## src/common/mmu_lite_pkg.sv

```systemverilog
// ----------------------------------------
// shared widths, typedefs and enums for the
// Sv39 translation unit with 4 KiB pages
// ----------------------------------------
`default_nettype none

package mmu_lite_pkg;

    // address geometry
    localparam int unsigned VLen           = 39;
    localparam int unsigned PLen           = 34;
    localparam int unsigned PageOffsetBits = 12;
    // vpn is vaddr[38:12], ppn is the upper part of paddr
    localparam int unsigned VpnBits        = VLen - PageOffsetBits;
    localparam int unsigned PpnBits        = PLen - PageOffsetBits;

    // tlb sizes
    localparam int unsigned ItlbEntries = 4;
    localparam int unsigned DtlbEntries = 4;

    // bit positions inside pte_flags_t, order is v, u, w, d
    localparam int unsigned FlagV = 3;
    localparam int unsigned FlagU = 2;
    localparam int unsigned FlagW = 1;
    localparam int unsigned FlagD = 0;

    typedef logic [VLen-1:0]    vaddr_t;
    typedef logic [PLen-1:0]    paddr_t;
    typedef logic [VpnBits-1:0] vpn_t;
    typedef logic [PpnBits-1:0] ppn_t;
    typedef logic [3:0]         pte_flags_t;

    typedef enum logic [1:0] {
        PrivU = 2'd0,
        PrivS = 2'd1,
        PrivM = 2'd3
    } priv_lvl_t;

    // exception codes as in the privileged spec
    typedef enum logic [3:0] {
        CauseNone      = 4'd0,
        InstrPageFault = 4'd12,
        LoadPageFault  = 4'd13,
        StorePageFault = 4'd15
    } cause_t;

    // refill handshake phases
    typedef enum logic [1:0] {
        RfIdle,
        RfReq,
        RfRelease
    } refill_state_t;

endpackage

`default_nettype wire

```

## src/logic/data_translate.sv

```systemverilog
// ----------------------------------------
// registered load/store translation with
// store, dirty and SUM rules
// ----------------------------------------
`timescale 1ns/1ps
`default_nettype none

module data_translate (
    input  logic                    clk_i,
    input  logic                    rst_ni,
    input  logic                    enable_i,
    // lsu request
    input  logic                    lsu_req_i,
    input  mmu_lite_pkg::vaddr_t     lsu_vaddr_i,
    input  logic                    lsu_is_store_i,
    input  mmu_lite_pkg::priv_lvl_t  priv_lvl_i,
    input  logic                    sum_i,
    // dtlb answer
    input  logic                    tlb_hit_i,
    input  mmu_lite_pkg::ppn_t       tlb_ppn_i,
    input  mmu_lite_pkg::pte_flags_t tlb_flags_i,
    input  logic                    fault_i,
    // dtlb lookup and refill request
    output mmu_lite_pkg::vpn_t       lookup_vpn_o,
    output logic                    miss_o,
    output mmu_lite_pkg::vpn_t       miss_vpn_o,
    // lsu response, one cycle after the request
    output logic                    lsu_valid_o,
    output mmu_lite_pkg::paddr_t     lsu_paddr_o,
    output mmu_lite_pkg::cause_t     lsu_cause_o
);
    import mmu_lite_pkg::*;

    logic       req_q;
    logic       hit_q;
    logic       is_store_q;
    vaddr_t     vaddr_q;
    ppn_t       ppn_q;
    pte_flags_t flags_q;
    logic       daccess_err;

    assign lookup_vpn_o = lsu_vaddr_i[VLen-1:PageOffsetBits];
    assign miss_vpn_o   = vaddr_q[VLen-1:PageOffsetBits];

    // ----------------------------------------
    // request and tlb result registers
    // ----------------------------------------
    always_ff @(posedge clk_i or negedge rst_ni) begin
        if (!rst_ni) begin
            req_q <= 1'b0;
            hit_q <= 1'b0;
        end else begin
            req_q <= lsu_req_i;
            hit_q <= tlb_hit_i;
        end
    end

    always_ff @(posedge clk_i) begin
        vaddr_q    <= lsu_vaddr_i;
        is_store_q <= lsu_is_store_i;
        ppn_q      <= tlb_ppn_i;
        flags_q    <= tlb_flags_i;
    end

    // ----------------------------------------
    // load/store rules on the registered entry
    // ----------------------------------------
    // s touches u pages only with SUM, u never leaves u pages
    assign daccess_err = ((priv_lvl_i == PrivS) && !sum_i && flags_q[FlagU])
                      || ((priv_lvl_i == PrivU) && !flags_q[FlagU]);

    always_comb begin
        lsu_valid_o = req_q;
        lsu_paddr_o = vaddr_q[PLen-1:0];
        lsu_cause_o = CauseNone;
        miss_o      = 1'b0;
        if (enable_i) begin
            lsu_valid_o = 1'b0;
            lsu_paddr_o = {ppn_q, vaddr_q[PageOffsetBits-1:0]};
            if (req_q && hit_q) begin
                lsu_valid_o = 1'b1;
                if (is_store_q) begin
                    // stores also need a writable, already dirty page
                    if (!flags_q[FlagW] || !flags_q[FlagD] || daccess_err) begin
                        lsu_cause_o = StorePageFault;
                    end
                end else if (daccess_err) begin
                    lsu_cause_o = LoadPageFault;
                end
            end else if (req_q) begin
                miss_o = 1'b1;
                // unmapped page ends the request with a fault
                if (fault_i) begin
                    lsu_valid_o = 1'b1;
                    lsu_cause_o = is_store_q ? StorePageFault : LoadPageFault;
                end
            end
        end
    end

    // a fault pulse only answers a registered request that missed
    a_fault_on_miss : assert property (@(posedge clk_i) disable iff (!rst_ni)
        fault_i |-> (enable_i && req_q && !hit_q));

endmodule

`default_nettype wire

```

## src/logic/instr_translate.sv

```systemverilog
// ----------------------------------------
// fetch translation and privilege check,
// answered in the request cycle
// ----------------------------------------
`timescale 1ns/1ps
`default_nettype none

module instr_translate (
    input  logic                    enable_i,
    // fetch request
    input  logic                    fetch_req_i,
    input  mmu_lite_pkg::vaddr_t     fetch_vaddr_i,
    input  mmu_lite_pkg::priv_lvl_t  priv_lvl_i,
    // itlb answer
    input  logic                    tlb_hit_i,
    input  mmu_lite_pkg::ppn_t       tlb_ppn_i,
    input  mmu_lite_pkg::pte_flags_t tlb_flags_i,
    input  logic                    fault_i,
    // fetch response
    output logic                    fetch_valid_o,
    output mmu_lite_pkg::paddr_t     fetch_paddr_o,
    output mmu_lite_pkg::cause_t     fetch_cause_o,
    // itlb lookup and refill request
    output mmu_lite_pkg::vpn_t       lookup_vpn_o,
    output logic                    miss_o,
    output mmu_lite_pkg::vpn_t       miss_vpn_o
);
    import mmu_lite_pkg::*;

    logic iaccess_err;

    assign lookup_vpn_o = fetch_vaddr_i[VLen-1:PageOffsetBits];
    assign miss_vpn_o   = lookup_vpn_o;

    // user code only on u pages, supervisor code never on u pages
    assign iaccess_err = ((priv_lvl_i == PrivU) && !tlb_flags_i[FlagU])
                      || ((priv_lvl_i == PrivS) && tlb_flags_i[FlagU]);

    always_comb begin
        // translation off, pass the low bits through
        fetch_valid_o = fetch_req_i;
        fetch_paddr_o = fetch_vaddr_i[PLen-1:0];
        fetch_cause_o = CauseNone;
        miss_o        = 1'b0;
        if (enable_i) begin
            fetch_paddr_o = {tlb_ppn_i, fetch_vaddr_i[PageOffsetBits-1:0]};
            if (tlb_hit_i) begin
                if (fetch_req_i && iaccess_err) begin
                    fetch_cause_o = InstrPageFault;
                end
            end else begin
                // hold the fetch until the refill lands or faults
                miss_o        = fetch_req_i;
                fetch_valid_o = fetch_req_i && fault_i;
                if (fetch_req_i && fault_i) begin
                    fetch_cause_o = InstrPageFault;
                end
            end
        end
    end

endmodule

`default_nettype wire

```

## src/logic/mmu_lite_top.sv

```systemverilog
// ----------------------------------------
// top level with both tlbs, both paths
// and the refill arbiter
// ----------------------------------------
`timescale 1ns/1ps
`default_nettype none

module mmu_lite_top (
    input  logic                    clk_i,
    input  logic                    rst_ni,
    input  logic                    enable_i,
    input  logic                    flush_i,
    input  mmu_lite_pkg::priv_lvl_t  priv_lvl_i,
    input  mmu_lite_pkg::priv_lvl_t  ld_st_priv_lvl_i,
    input  logic                    sum_i,
    // fetch side
    input  logic                    fetch_req_i,
    input  mmu_lite_pkg::vaddr_t     fetch_vaddr_i,
    output logic                    fetch_valid_o,
    output mmu_lite_pkg::paddr_t     fetch_paddr_o,
    output mmu_lite_pkg::cause_t     fetch_cause_o,
    // lsu side
    input  logic                    lsu_req_i,
    input  mmu_lite_pkg::vaddr_t     lsu_vaddr_i,
    input  logic                    lsu_is_store_i,
    output logic                    lsu_valid_o,
    output mmu_lite_pkg::paddr_t     lsu_paddr_o,
    output mmu_lite_pkg::cause_t     lsu_cause_o,
    // refill port
    output logic                    refill_req_o,
    output mmu_lite_pkg::vpn_t       refill_vpn_o,
    output logic                    refill_is_instr_o,
    input  logic                    refill_ack_i,
    input  mmu_lite_pkg::ppn_t       refill_ppn_i,
    input  mmu_lite_pkg::pte_flags_t refill_flags_i
);
    import mmu_lite_pkg::*;

    // instruction side wires
    vpn_t       itlb_vpn;
    logic       itlb_hit;
    ppn_t       itlb_ppn;
    pte_flags_t itlb_flags;
    logic       imiss;
    vpn_t       imiss_vpn;
    logic       ifault;
    logic       itlb_upd_valid;
    // data side wires
    vpn_t       dtlb_vpn;
    logic       dtlb_hit;
    ppn_t       dtlb_ppn;
    pte_flags_t dtlb_flags;
    logic       dmiss;
    vpn_t       dmiss_vpn;
    logic       dfault;
    logic       dtlb_upd_valid;
    // shared refill payload
    vpn_t       upd_vpn;
    ppn_t       upd_ppn;
    pte_flags_t upd_flags;

    tlb #(
        .NrEntries    ( ItlbEntries    )
    ) i_itlb (
        .clk_i        ( clk_i          ),
        .rst_ni       ( rst_ni         ),
        .flush_i      ( flush_i        ),
        .lookup_vpn_i ( itlb_vpn       ),
        .hit_o        ( itlb_hit       ),
        .ppn_o        ( itlb_ppn       ),
        .flags_o      ( itlb_flags     ),
        .upd_valid_i  ( itlb_upd_valid ),
        .upd_vpn_i    ( upd_vpn        ),
        .upd_ppn_i    ( upd_ppn        ),
        .upd_flags_i  ( upd_flags      )
    );

    tlb #(
        .NrEntries    ( DtlbEntries    )
    ) i_dtlb (
        .clk_i        ( clk_i          ),
        .rst_ni       ( rst_ni         ),
        .flush_i      ( flush_i        ),
        .lookup_vpn_i ( dtlb_vpn       ),
        .hit_o        ( dtlb_hit       ),
        .ppn_o        ( dtlb_ppn       ),
        .flags_o      ( dtlb_flags     ),
        .upd_valid_i  ( dtlb_upd_valid ),
        .upd_vpn_i    ( upd_vpn        ),
        .upd_ppn_i    ( upd_ppn        ),
        .upd_flags_i  ( upd_flags      )
    );

    instr_translate i_instr (
        .enable_i      ( enable_i      ),
        .fetch_req_i   ( fetch_req_i   ),
        .fetch_vaddr_i ( fetch_vaddr_i ),
        .priv_lvl_i    ( priv_lvl_i    ),
        .tlb_hit_i     ( itlb_hit      ),
        .tlb_ppn_i     ( itlb_ppn      ),
        .tlb_flags_i   ( itlb_flags    ),
        .fault_i       ( ifault        ),
        .fetch_valid_o ( fetch_valid_o ),
        .fetch_paddr_o ( fetch_paddr_o ),
        .fetch_cause_o ( fetch_cause_o ),
        .lookup_vpn_o  ( itlb_vpn      ),
        .miss_o        ( imiss         ),
        .miss_vpn_o    ( imiss_vpn     )
    );

    data_translate i_data (
        .clk_i          ( clk_i            ),
        .rst_ni         ( rst_ni           ),
        .enable_i       ( enable_i         ),
        .lsu_req_i      ( lsu_req_i        ),
        .lsu_vaddr_i    ( lsu_vaddr_i      ),
        .lsu_is_store_i ( lsu_is_store_i   ),
        .priv_lvl_i     ( ld_st_priv_lvl_i ),
        .sum_i          ( sum_i            ),
        .tlb_hit_i      ( dtlb_hit         ),
        .tlb_ppn_i      ( dtlb_ppn         ),
        .tlb_flags_i    ( dtlb_flags       ),
        .fault_i        ( dfault           ),
        .lookup_vpn_o   ( dtlb_vpn         ),
        .miss_o         ( dmiss            ),
        .miss_vpn_o     ( dmiss_vpn        ),
        .lsu_valid_o    ( lsu_valid_o      ),
        .lsu_paddr_o    ( lsu_paddr_o      ),
        .lsu_cause_o    ( lsu_cause_o      )
    );

    refill_arbiter i_refill (
        .clk_i             ( clk_i             ),
        .rst_ni            ( rst_ni            ),
        .imiss_i           ( imiss             ),
        .imiss_vpn_i       ( imiss_vpn         ),
        .dmiss_i           ( dmiss             ),
        .dmiss_vpn_i       ( dmiss_vpn         ),
        .refill_req_o      ( refill_req_o      ),
        .refill_vpn_o      ( refill_vpn_o      ),
        .refill_is_instr_o ( refill_is_instr_o ),
        .refill_ack_i      ( refill_ack_i      ),
        .refill_ppn_i      ( refill_ppn_i      ),
        .refill_flags_i    ( refill_flags_i    ),
        .itlb_upd_valid_o  ( itlb_upd_valid    ),
        .dtlb_upd_valid_o  ( dtlb_upd_valid    ),
        .upd_vpn_o         ( upd_vpn           ),
        .upd_ppn_o         ( upd_ppn           ),
        .upd_flags_o       ( upd_flags         ),
        .ifault_o          ( ifault            ),
        .dfault_o          ( dfault            )
    );

endmodule

`default_nettype wire

```

## src/logic/refill_arbiter.sv

```systemverilog
// ----------------------------------------
// merges itlb and dtlb misses into one
// four-phase refill port, routes answers
// ----------------------------------------
`timescale 1ns/1ps
`default_nettype none

module refill_arbiter (
    input  logic                    clk_i,
    input  logic                    rst_ni,
    // misses from both paths
    input  logic                    imiss_i,
    input  mmu_lite_pkg::vpn_t       imiss_vpn_i,
    input  logic                    dmiss_i,
    input  mmu_lite_pkg::vpn_t       dmiss_vpn_i,
    // external refill port
    output logic                    refill_req_o,
    output mmu_lite_pkg::vpn_t       refill_vpn_o,
    output logic                    refill_is_instr_o,
    input  logic                    refill_ack_i,
    input  mmu_lite_pkg::ppn_t       refill_ppn_i,
    input  mmu_lite_pkg::pte_flags_t refill_flags_i,
    // tlb writes and fault pulses
    output logic                    itlb_upd_valid_o,
    output logic                    dtlb_upd_valid_o,
    output mmu_lite_pkg::vpn_t       upd_vpn_o,
    output mmu_lite_pkg::ppn_t       upd_ppn_o,
    output mmu_lite_pkg::pte_flags_t upd_flags_o,
    output logic                    ifault_o,
    output logic                    dfault_o
);
    import mmu_lite_pkg::*;

    refill_state_t state_q;
    vpn_t          vpn_q;
    logic          is_instr_q;
    logic          take;

    always_ff @(posedge clk_i or negedge rst_ni) begin
        if (!rst_ni) begin
            state_q    <= RfIdle;
            vpn_q      <= '0;
            is_instr_q <= 1'b0;
        end else begin
            case (state_q)
                // data wins when both miss together
                RfIdle: begin
                    if (dmiss_i) begin
                        vpn_q      <= dmiss_vpn_i;
                        is_instr_q <= 1'b0;
                        state_q    <= RfReq;
                    end else if (imiss_i) begin
                        vpn_q      <= imiss_vpn_i;
                        is_instr_q <= 1'b1;
                        state_q    <= RfReq;
                    end
                end
                RfReq: begin
                    if (refill_ack_i) begin
                        state_q <= RfRelease;
                    end
                end
                // wait for the agent to drop ack
                RfRelease: begin
                    if (!refill_ack_i) begin
                        state_q <= RfIdle;
                    end
                end
                default: state_q <= RfIdle;
            endcase
        end
    end

    assign refill_req_o      = (state_q == RfReq);
    assign refill_vpn_o      = vpn_q;
    assign refill_is_instr_o = is_instr_q;

    // answer taken in the first cycle ack is seen
    assign take             = refill_req_o && refill_ack_i;
    assign itlb_upd_valid_o = take && is_instr_q && refill_flags_i[FlagV];
    assign dtlb_upd_valid_o = take && !is_instr_q && refill_flags_i[FlagV];
    assign ifault_o         = take && is_instr_q && !refill_flags_i[FlagV];
    assign dfault_o         = take && !is_instr_q && !refill_flags_i[FlagV];
    assign upd_vpn_o        = vpn_q;
    assign upd_ppn_o        = refill_ppn_i;
    assign upd_flags_o      = refill_flags_i;

    a_req_stable : assert property (@(posedge clk_i) disable iff (!rst_ni)
        (refill_req_o && $past(refill_req_o))
            |-> ($stable(refill_vpn_o) && $stable(refill_is_instr_o)));

endmodule

`default_nettype wire

```

## src/tlb/tlb.sv

```systemverilog
// ----------------------------------------
// fully associative tlb with same-cycle
// lookup, flush and round-robin refill
// ----------------------------------------
`timescale 1ns/1ps
`default_nettype none

module tlb #(
    parameter int unsigned NrEntries = 4
) (
    input  logic                    clk_i,
    input  logic                    rst_ni,
    input  logic                    flush_i,
    // lookup port
    input  mmu_lite_pkg::vpn_t       lookup_vpn_i,
    output logic                    hit_o,
    output mmu_lite_pkg::ppn_t       ppn_o,
    output mmu_lite_pkg::pte_flags_t flags_o,
    // refill port
    input  logic                    upd_valid_i,
    input  mmu_lite_pkg::vpn_t       upd_vpn_i,
    input  mmu_lite_pkg::ppn_t       upd_ppn_i,
    input  mmu_lite_pkg::pte_flags_t upd_flags_i
);
    import mmu_lite_pkg::*;

    localparam int unsigned IdxBits = (NrEntries > 1) ? $clog2(NrEntries) : 1;

    vpn_t                 tag_q   [NrEntries];
    ppn_t                 ppn_q   [NrEntries];
    pte_flags_t           flags_q [NrEntries];
    logic [NrEntries-1:0] valid_q;
    logic [NrEntries-1:0] hit_vec;
    logic [NrEntries-1:0] upd_match;
    logic [IdxBits-1:0]   victim_q;
    logic [IdxBits-1:0]   upd_idx;

    // parallel tag compare for lookup and for the incoming refill
    always_comb begin
        ppn_o   = '0;
        flags_o = '0;
        upd_idx = victim_q;
        for (int i = 0; i < NrEntries; i++) begin
            hit_vec[i]   = valid_q[i] && (tag_q[i] == lookup_vpn_i);
            upd_match[i] = valid_q[i] && (tag_q[i] == upd_vpn_i);
            if (hit_vec[i]) begin
                ppn_o   = ppn_q[i];
                flags_o = flags_q[i];
            end
            // a refill of a vpn already held overwrites that slot
            if (upd_match[i]) begin
                upd_idx = IdxBits'(i);
            end
        end
    end

    assign hit_o = |hit_vec;

    // valid bits and victim pointer
    always_ff @(posedge clk_i or negedge rst_ni) begin
        if (!rst_ni) begin
            valid_q  <= '0;
            victim_q <= '0;
        end else begin
            if (flush_i) begin
                valid_q <= '0;
            end
            // refill wins over a flush in the same cycle
            if (upd_valid_i) begin
                valid_q[upd_idx] <= 1'b1;
                if (!(|upd_match)) begin
                    victim_q <= (victim_q == IdxBits'(NrEntries - 1)) ? '0 : victim_q + 1'b1;
                end
            end
        end
    end

    // entry payload
    always_ff @(posedge clk_i) begin
        if (upd_valid_i) begin
            tag_q[upd_idx]   <= upd_vpn_i;
            ppn_q[upd_idx]   <= upd_ppn_i;
            flags_q[upd_idx] <= upd_flags_i;
        end
    end

    // a vpn is never held twice, so lookups stay unambiguous
    a_onehot_hit : assert property (@(posedge clk_i) disable iff (!rst_ni)
        $onehot0(hit_vec));

endmodule

`default_nettype wire

```

## config.mk

```make
export PLATFORM = sky130hd
export DESIGN_NAME = mmu_lite_top
export DESIGN_NICKNAME = d
export VERILOG_FILES = /design/src/common/mmu_lite_pkg.sv /design/src/logic/data_translate.sv /design/src/logic/instr_translate.sv /design/src/logic/mmu_lite_top.sv /design/src/logic/refill_arbiter.sv /design/src/tlb/tlb.sv
export SDC_FILE = /design/constraint.sdc
export NUM_CORES = 1
export LEC_CHECK = 0
export BUFFER_PORTS_ARGS = -buffer_cell sky130_fd_sc_hd__buf_4
export CORE_AREA = 2 2 218 220
export CTS_CLUSTER_SIZE = 8
export DETAILED_ROUTE_END_ITERATION = 8
export DIE_AREA = 0 0 220 222
export GPL_ROUTABILITY_DRIVEN = 0
export GPL_TIMING_DRIVEN = 0
export HOLD_SLACK_MARGIN = 0.05
export PLACE_DENSITY_LB_ADDON = 0.12
export SYNTH_ARGS = -nofsm -noshare
export SYNTH_HDL_FRONTEND = slang
export SYNTH_SLANG_ARGS = --single-unit
```

## constraint.sdc

```tcl
create_clock -name clk_i -period 7.35 [get_ports clk_i]
set_clock_uncertainty 0.15 [all_clocks]
set_input_delay 0.735 -clock clk_i [delete_from_list [all_inputs] [get_ports clk_i]]
set_output_delay 0.735 -clock clk_i [all_outputs]
set_load 0.03 [all_outputs]
```

==> metrics, run 1 <==
Antenna Nets Post-Route 0; maxcap violations 0; CTS tree yes; status complete, no violations; dpl ws 2.04 ns; I/O Buffers 180; drt wl/cell 28.9 um; Residual DRC 0; vias per inst 5.85; hold-fix buffers at CTS 0; commonest non-fill, non-tap cells in the layout edfxtp_1, xnor2_1, xor2_1; post-layout util 0.597; Setup Crit Path Kind reg2out; commonest non-fill, non-tap cell in the layout edfxtp_1; Pins Over Slew Limit 0; Ports 224; RSZ-0062 raised after global routing no; Layout area overhead 19.7%; PostCTS Resize Cnt 0; total core area 46300 um2; final hold vios 0; first-pass GRT wire length 107000 um; worst slew pin tran 1.38 ns; Rel. slew slack 0.0780; Seq cells post-synth 517; number of cells produced by synthesis 1688; Mapped Area 23100 um2; Hold/Removal Path Class in2async; vias in the first global route 15300; Tmin final 5.52 ns; Max FO, Critical Path 10; clk sink count 517; number of distinct library cells after synthesis 53; setup ws final 1.83 ns; asr flop ratio synth 0.0851; Syn. warnings 0; HPWL Detailed 54100 um; Primary FF master, synth edfxtp_1; worst r2r src i_refill.refill_vpn_o[3]$_DFFE_PN0P_; starting density of the core 0.499; drt first pass iters 5; clk_lat worst skew 0.60 ns; initial antenna violation count 3; Root Buffer clkbuf_16; Seq/Total Area, Yosys 0.635; total CTS buffers 74; total wire length 75700 um; chip height 222 um; layout cells sized above 1 0.212; placed instance area 25400 um2; peak supply drop 0.209 mV; Std-Cell Rows 79; FILL cells 3730; GRT Total Usage 0.312; Lkg Pwr 0.00990 uW; CTS Buffer Depth 3; Mean Syn Cell Area 13.7 um2; area of the die 48800 um2; Clk pin slew, worst setup/hold paths 0.05 ns; Post-CTS Setup Bufs 0; n_diodes 0; period utilization 0.752; gr ovfl total 0; Worst Setup SP i_itlb.tag_q[0][10]$_DFFE_PP_; Worst EP arrival 4.64 ns; Final TNS setup 0 ns; setup slack, reg-to-reg 1.92 ns; Max Freq 181 MHz; worst hold slack 0.0535 ns; Critical Path RT 6.46 ns; crit path launch type flop; H-tree depth 3; DRT iter0 DRCs 1983; Die W 220 um; post-route design area 27600 um2; Crit. End Element output port; largest net degree at the start of global routing 45; final number of setup-violating endpoints 0; Vias 15300; final net count 2073; Post-synth EDFFs 408; P per Cell Area 338 nW/um2
final timing paths:
path,to,depth (start not counted)
max,fetch_paddr_o[19],10
max in group asynchronous,i_refill.refill_vpn_o[10]$_DFFE_PN0P_,1
min in group clk_i,i_data.vaddr_q[9]$_DFF_P_,1
min reg2reg,i_data.ppn_q[1]$_DFF_P_,1
max reg2reg,i_dtlb.ppn_q[2][17]$_DFFE_PP_,8
min,i_refill.refill_vpn_o[25]$_DFFE_PN0P_,1
critical path, stage by stage (launching register included):
cell,delay (ns)
edfxtp_1,0.43
xor2_1,0.21
nor4_1,0.42
nand4_1,0.14
nor4_1,0.83
nor2b_1,0.54
clkbuf_1,0.49
a221oi_1,0.15
o21bai_1,0.19
o21ai_0,0.39
buf_4,0.25
layout make-up:
cell class / count / area (um2) / area share
Timing Repair Buffer: 189 / 1540 / 0.0557
Tap cell: 607 / 759 / 0.0275
Sequential cell: 517 / 14700 / 0.531
Multi-Input combinational cell: 1007 / 7750 / 0.281
Clock inverter: 5 / 62.6 / 0.00226
Clock buffer: 132 / 2110 / 0.0765
Inverter: 42 / 158 / 0.00571
Buffer: 123 / 583 / 0.0211
kinds of logic (layout without fill, tap and decap cells):
| logic type | Yosys count | after routing | share of synthesized area |
|---|---|---|---|
| muxes | 108 | 108 | 0.0522 |
| xor gates and xnor gates | 428 | 428 | 0.162 |
| AOI/OAI and AO/OA | 142 | 142 | 0.0405 |
| adders and majority gates | 2 | 2 | 0.00108 |
| other | 1 | 2 | 0.000162 |
| DFF | 517 | 517 | 0.635 |
| buffers and inverters | 165 | 491 | 0.0321 |
| and+or+nand+nor | 325 | 325 | 0.0767 |
metal layers:
| metal | part of all wire | track usage |
|---|---|---|
| met5 | 0.00036 | 0 |
| met4 | 0.047 | 0.140 |
| met3 | 0.10 | 0.0691 |
| met2 | 0.45 | 0.472 |
| met1 | 0.40 | 0.431 |
where the power goes:
part	internal, uW	switching (uW)	leakage, uW
Sequential	3530	484	0.00476
Clock	1940	1250	0.00103
Combinational	729	1400	0.00411
stage by stage:
step / total power, uW / cells
after floorplan: 5040 / 1689
after global placement: 6110 / 2476
after detailed placement: 6140 / 2485
after CTS: 9310 / 2622
after global routing: 9580 / 2622
final: 9330 / 2622
sequential cells by signal, indices dropped and copies added (netlist names), 3 cells and up:
register and count:
i_itlb.tag_q 108, i_itlb.valid_q 4, i_dtlb.flags_q 12, i_dtlb.valid_q 4, i_dtlb.tag_q 108, i_dtlb.ppn_q 88, i_itlb.flags_q 4, i_itlb.ppn_q 88
i_data.ppn_q 22, i_data.flags_q 3, i_refill.refill_vpn_o 27, i_data.vaddr_q 39
synth_stat cells (all sizes together), types with 6 or more instances:
cell | instances | area [um2]
clkbuf | 74 | 278
dfrtp | 44 | 1100
nor2b | 23 | 144
a221oi | 21 | 184
nand4 | 76 | 475
mux2i | 8 | 80.1
nor4 | 67 | 447
dfxtp | 65 | 1300
xnor2 | 225 | 1970
nand2 | 91 | 344
nor3 | 6 | 30.0
xor2 | 203 | 1780
buf | 49 | 305
edfxtp | 408 | 12300
o21ai | 52 | 272
o21bai | 22 | 165
o22ai | 10 | 62.6
inv | 42 | 158
nor2 | 19 | 78.8
mux2 | 100 | 1130
a31oi | 20 | 125
nand3 | 27 | 135
(Power assumes the default switching activity.)
==> inputs of run 2 (changes only) <==
==> constraint.sdc (replaced) <==
create_clock -name clk_i -period 5.3 [get_ports clk_i]
set_clock_uncertainty 0.15 [all_clocks]
set_input_delay 0.53 -clock clk_i [delete_from_list [all_inputs] [get_ports clk_i]]
set_output_delay 0.53 -clock clk_i [all_outputs]
set_load 0.03 [all_outputs]
==> run 2 against run 1 <==
Global-route usage grew 0.21 points. Combinational power is 42% higher. Critical path depth is 1 lower. Non-clock buffer count up 68.
==> metrics, run 2 (synthesis results as in run 1) <==
Layout area overhead 22.8%; Clk pin slew, worst setup/hold paths 0.05 ns (about the same); Residual DRC 0 (unchanged); combinational power share 0.232 (+0.004); post-layout util 0.613 (+0.0156); status complete, no violations; Crit. End Element flop; DRT iter0 DRCs 1944 (-2.0%); worst slew pin tran 1.43 ns (+0.0502 ns); commonest non-fill, non-tap cell in the layout edfxtp_1; Seq pwr share 0.427 (-0.003); commonest non-fill, non-tap cells in the layout edfxtp_1, xnor2_1, xor2_1; period utilization 0.981; Max FO, Critical Path 28 (+18); placed instance area 25400 um2 (unchanged); hold wc startpoint fetch_vaddr_i[37]; CTS Buffer Depth 3 (unchanged); Int Power 8630 uW (+39%); Post-CTS Setup Bufs 0 (unchanged); worst hold slack 0.251 ns (+0.198 ns); final net count 2144 (+3.4%); Final Non-Filler Cells 2693 (+2.7%); Antenna Nets Post-Route 0 (unchanged); CTS tree yes; Critical Path RT 5.44 ns (-1.02 ns); dpl ws 0.120 ns (-1.92 ns); peak supply drop 0.287 mV (+38%); drt wl/cell 28.6 um (-0.88%); Max Freq 192 MHz; final number of setup-violating endpoints 0 (unchanged); P per Cell Area 459 nW/um2 (+36%); I/O Buffers 180 (unchanged); sw power 4390 uW (+40%); Die W 220 um (unchanged); largest net degree at the start of global routing 45 (unchanged); Worst EP arrival 5.34 ns (+0.70 ns); RSZ-0062 raised after global routing no; H-tree depth 3 (unchanged); first-pass GRT wire length 108000 um (+0.94%); Root Buffer clkbuf_16; total core area 46300 um2 (unchanged); setup ws final 0.0993 ns (-1.73 ns); Pins Over Slew Limit 0 (unchanged); worst r2r src i_refill.refill_vpn_o[16]$_DFFE_PN0P_; layout cells sized above 1 0.209 (-0.00387); Setup Crit Path Kind reg2reg; area of the die 48800 um2 (unchanged); Vias 15600 (+1.7%); n_diodes 0 (unchanged); initial antenna violation count 2 (-1); total wire length 77000 um (+1.8%); clk sink count 517 (unchanged); starting density of the core 0.499 (unchanged); GRT Total Usage 0.314 (+0.00211); Rel. slew slack 0.0425 (-0.0356); Clock power frac 0.340 (-0.002); final hold vios 0 (unchanged); Placed Cells 2485 (unchanged); crit path launch type flop; chip height 222 um (unchanged); Switching Fraction 0.337 (+0.000721); post-route design area 28300 um2 (+2.6%); gr ovfl total 0 (unchanged); HPWL Detailed 54100 um (unchanged); total CTS buffers 74 (unchanged); clk_lat worst skew 0.60 ns (about the same); Ports 224 (unchanged); vias per inst 5.80 (-0.96%); top flop regs i_dtlb.tag_q: 108 flops, i_itlb.tag_q: 108 flops; vias in the first global route 15700 (+2.2%); Std-Cell Rows 79 (unchanged); Worst Setup SP i_refill.refill_vpn_o[16]$_DFFE_PN0P_; drt first pass iters 5 (unchanged); Hold/Removal Path Class in2reg; maxcap violations 0 (unchanged); Tmin final 5.20 ns; Lkg Pwr 0.0102 uW (+2.9%)
run 2: cell types whose count changed in the layout (fill, tap and decap cells not counted), sizes merged:
cell / delta
buf: -1
clkdlybuf4s15: +1
dlygate4sd3: +68
nor2: +3
run 2: cell type report:
cell class	count	area, um2
fillers	3692	17900
flip-flops and latches	517	14700
repair buffers	257	2220
inverters	42	158
plain buffers	123	592
clock inverters	5	62.6
multi-input cells	1010	7780
clock buffers	132	2110
well taps	607	759
run 2: stage by stage:
step / power (uW) / setup TNS [ns]
after floorplan: 6990 / 0
after global placement: 8470 / -1046.84
after detailed placement: 8510 / 0
after CTS: 12900 / 0
after global routing: 13400 / 0
final: 13000 / 0
run 2: worst max-delay path, stage by stage, from the launching register on:
cell      delay (ns)
dfrtp_1         0.87
clkbuf_1        1.03
xnor2_1         0.21
nand4_1         0.14
nor4_1          0.38
nand4_1         0.26
and3_1          0.25
or3_1           0.46
nor2_4          0.79
buf_12          0.29
run 2: what timing repair did:
action,in CTS,in global routing
endpoints found under the setup margin,0,171
endpoints found under the hold margin,279,0
hold buffers,68,0
gates resized for setup,0,9
run 2: per-layer routing:
metal,track usage,vias up,wire length [um],share of wire
li1,-,6770,-,-
met1,0.430,7713,30000,0.39
met2,0.477,953,34500,0.45
met3,0.0720,174,8910,0.12
met4,0.143,4,3620,0.047
met5,0,-,27,0.00035
run 2: worst paths after layout:
path,end,slack (ns),depth (start not counted)
worst max-delay path,i_itlb.ppn_q[0][6]$_DFFE_PP_,0.1,9
worst min-delay path,i_refill.refill_vpn_o[25]$_DFFE_PN0P_,0.25,4
worst max register to register,i_itlb.ppn_q[0][6]$_DFFE_PP_,0.1,9
worst min register to register,i_data.ppn_q[1]$_DFF_P_,0.31,1
max in group asynchronous,i_refill.refill_vpn_o[14]$_DFFE_PN0P_,4.11,2
min in group asynchronous,i_itlb.valid_q[0]$_DFF_PN0_,0.40,2
run 2: power by group through the flow:
stage          combinational (uW)  sequential (uW)  clock, uW
2_1_floorplan                1540             5450          0
3_3_place_gp                 2850             5620          0
3_5_place_dp                 2890             5620          0
4_1_cts                      2950             5540       4450
5_1_grt                      3150             5570       4640
6_report                     3020             5560       4430
==> inputs of run 3 (changes only) <==
--- a/config.mk
+++ b/config.mk
@@ -13,6 +13,7 @@
 export GPL_ROUTABILITY_DRIVEN = 0
 export GPL_TIMING_DRIVEN = 0
 export HOLD_SLACK_MARGIN = 0.05
+export MAX_ROUTING_LAYER = met4
 export PLACE_DENSITY_LB_ADDON = 0.12
 export SYNTH_ARGS = -nofsm -noshare
 export SYNTH_HDL_FRONTEND = slang
==> run 3 against run 2 <==
Power about the same. Register-to-register slack about the same. Clock-buffer cell count unchanged. First-iteration DRC count decreased by 1.9%. Final cell count about the same. Worst setup slack got worse by 0.012 ns. Critical endpoint unchanged.
==> metrics, run 3 (synthesis results as in run 1) <==
Antenna Nets Post-Route 0 (unchanged); final hold vios 0 (unchanged); total core area 46300 um2 (unchanged); final net count 2143 (-0.047%); Worst Hold End i_refill.refill_vpn_o[19]$_DFFE_PN0P_; Crit. End Element flop; Ports 224 (unchanged); Worst R2R End i_itlb.ppn_q[0][6]$_DFFE_PP_; Worst path depth 9 (unchanged); Worst EP arrival 5.35 ns (about the same); clk sink count 517 (unchanged); Final TNS setup 0 ns (unchanged); hold wc startpoint fetch_vaddr_i[31]; Clk pin slew, worst setup/hold paths 0.05 ns (about the same); total wire length 77000 um (about the same); clk_lat worst skew 0.60 ns (about the same); CP max stage cell clkbuf_1; peak supply drop 0.286 mV (-0.48%); first-pass GRT wire length 108000 um (about the same); HPWL Detailed 54100 um (unchanged); drt wl/cell 28.6 um (-0.12%); CP cell instances clkbuf_1 -> xnor2_1 -> nand4_1 -> nor4_1 -> nand4_1 -> and3_1 -> or3_1 -> nor2_4 -> buf_12; Setup Crit Path Kind reg2reg; placed instance area 25400 um2 (unchanged); final number of setup-violating endpoints 0 (unchanged); Layout area overhead 22.7% (about the same); worst slew pin tran 1.44 ns (+0.0109 ns); vias per inst 5.86 (+1.1%); Critical Path RT 5.44 ns (about the same); period utilization 0.984 (+0.00232); Die W 220 um (unchanged); Tmin final 5.21 ns (+0.0123 ns); Max stage delay on crit path 1.05 ns (+0.02 ns); buffer and inverter count on the worst path 2 (unchanged); H-tree depth 3 (unchanged); vias in the first global route 15700 (-0.045%); worst r2r src i_refill.refill_vpn_o[16]$_DFFE_PN0P_; Max Freq 192 MHz (-0.24%); CTS tree yes; Vias 15800 (+1.1%); I/O Buffers 180 (unchanged); maxcap violations 0 (unchanged); total CTS buffers 74 (unchanged); drt first pass iters 5 (unchanged); gr ovfl total 0 (unchanged); crit path launch type flop; status complete, no violations; commonest non-fill, non-tap cells in the layout edfxtp_1, xnor2_1, xor2_1; Std-Cell Rows 79 (unchanged); commonest non-fill, non-tap cell in the layout edfxtp_1; starting density of the core 0.499 (unchanged); setup slack, reg-to-reg 0.09 ns (about the same); area of the die 48800 um2 (unchanged); GRT Total Usage 0.324 (+0.00957); layout cells sized above 1 0.209 (about the same); top flop regs i_dtlb.tag_q: 108 flops, i_itlb.tag_q: 108 flops; DRT iter0 DRCs 1908 (-1.9%); Hold/Removal Path Class in2reg; P per Cell Area 459 nW/um2 (about the same); Residual DRC 0 (unchanged); Lkg Pwr 0.0102 uW (about the same); Pins Over Slew Limit 0 (unchanged); post-route design area 28300 um2 (about the same); Rel. slew slack 0.0352 (-0.00727); Hold Crit Depth 4 (unchanged); initial antenna violation count 2 (unchanged); Most common cell on crit path nand4_1; delay-heaviest family, CP simple AND/OR/NAND/NOR gates; chip height 222 um (unchanged); Root Buffer clkbuf_16; Max FO, Critical Path 28 (unchanged); largest net degree at the start of global routing 45 (unchanged); FILL cells 3686 (-0.16%); cells on worst reg2reg path 9 (unchanged); CTS Buffer Depth 3 (unchanged)
run 3: cell type report:
type | count | area (um2) | area share
plain buffers | 123 | 587 | 0.0207
clock inverters | 5 | 62.6 | 0.00221
multi-input cells | 1009 | 7780 | 0.274
inverters | 42 | 158 | 0.00556
clock buffers | 132 | 2110 | 0.0745
repair buffers | 257 | 2220 | 0.0783
diodes | 2 | 5.00 | 0.000177
flip-flops and latches | 517 | 14700 | 0.517
well taps | 607 | 759 | 0.0268
run 3: worst min-delay path, stage by stage:
cell and delay [ns]:
buf_4 0.17, nand2_1 0.07, nand2_1 0.06, mux2_2 0.13
run 3: routing by layer:
| metal | vias to the layer above | GRT usage | wire length, um |
|---|---|---|---|
| met4 | 0 | 0.135 | 3370 |
| met2 | 960 | 0.481 | 34800 |
| met3 | 173 | 0.0684 | 8560 |
| li1 | 6771 | - | - |
| met1 | 7885 | 0.432 | 30200 |
| met5 | - | - | 0 |
run 3: what timing repair did:
item	4_1_cts	5_1_grt
gates resized for setup	0	10
endpoints found under the hold margin	279	0
hold buffers	68	0
setup buffers	0	0
endpoints found under the setup margin	0	169
run 3: power breakdown:
group,switching (uW),internal [uW],total (uW)
sequential,678,4890,5570
combinational,1970,1050,3020
clock,1740,2690,4430
total,4390,8620,13000
run 3: worst max path at each step:
stage	end	slack (ns)	start
5_1_grt	i_dtlb.ppn_q[1][1]$_DFFE_PP_	-0.02	i_refill.refill_vpn_o[14]$_DFFE_PN0P_
6_report	i_itlb.ppn_q[0][6]$_DFFE_PP_	0.09	i_refill.refill_vpn_o[16]$_DFFE_PN0P_
3_5_place_dp	i_dtlb.ppn_q[2][14]$_DFFE_PP_	0.12	i_refill.refill_vpn_o[3]$_DFFE_PN0P_
3_3_place_gp	i_dtlb.ppn_q[2][14]$_DFFE_PP_	-2.78	i_refill.refill_vpn_o[3]$_DFFE_PN0P_
4_1_cts	i_dtlb.ppn_q[2][21]$_DFFE_PP_	0.02	i_refill.refill_vpn_o[3]$_DFFE_PN0P_
2_1_floorplan	i_dtlb.flags_q[0][0]$_DFFE_PP_	0.29	i_refill.refill_vpn_o[0]$_DFFE_PN0P_
run 3: metrics by stage:
stage	hold slack, ns	setup WS, ns	cells	total power (uW)	utilization
floorplan	0.0844	0.291	1689	6990	-
global placement	0.305	-2.78	2476	8470	0.545
detailed placement	0.308	0.120	2485	8510	0.550
CTS	0.226	0.0163	2690	12900	0.612
global route	0.249	-0.0205	2694	13300	0.613
finish	0.241	0.0870	2694	13000	0.613
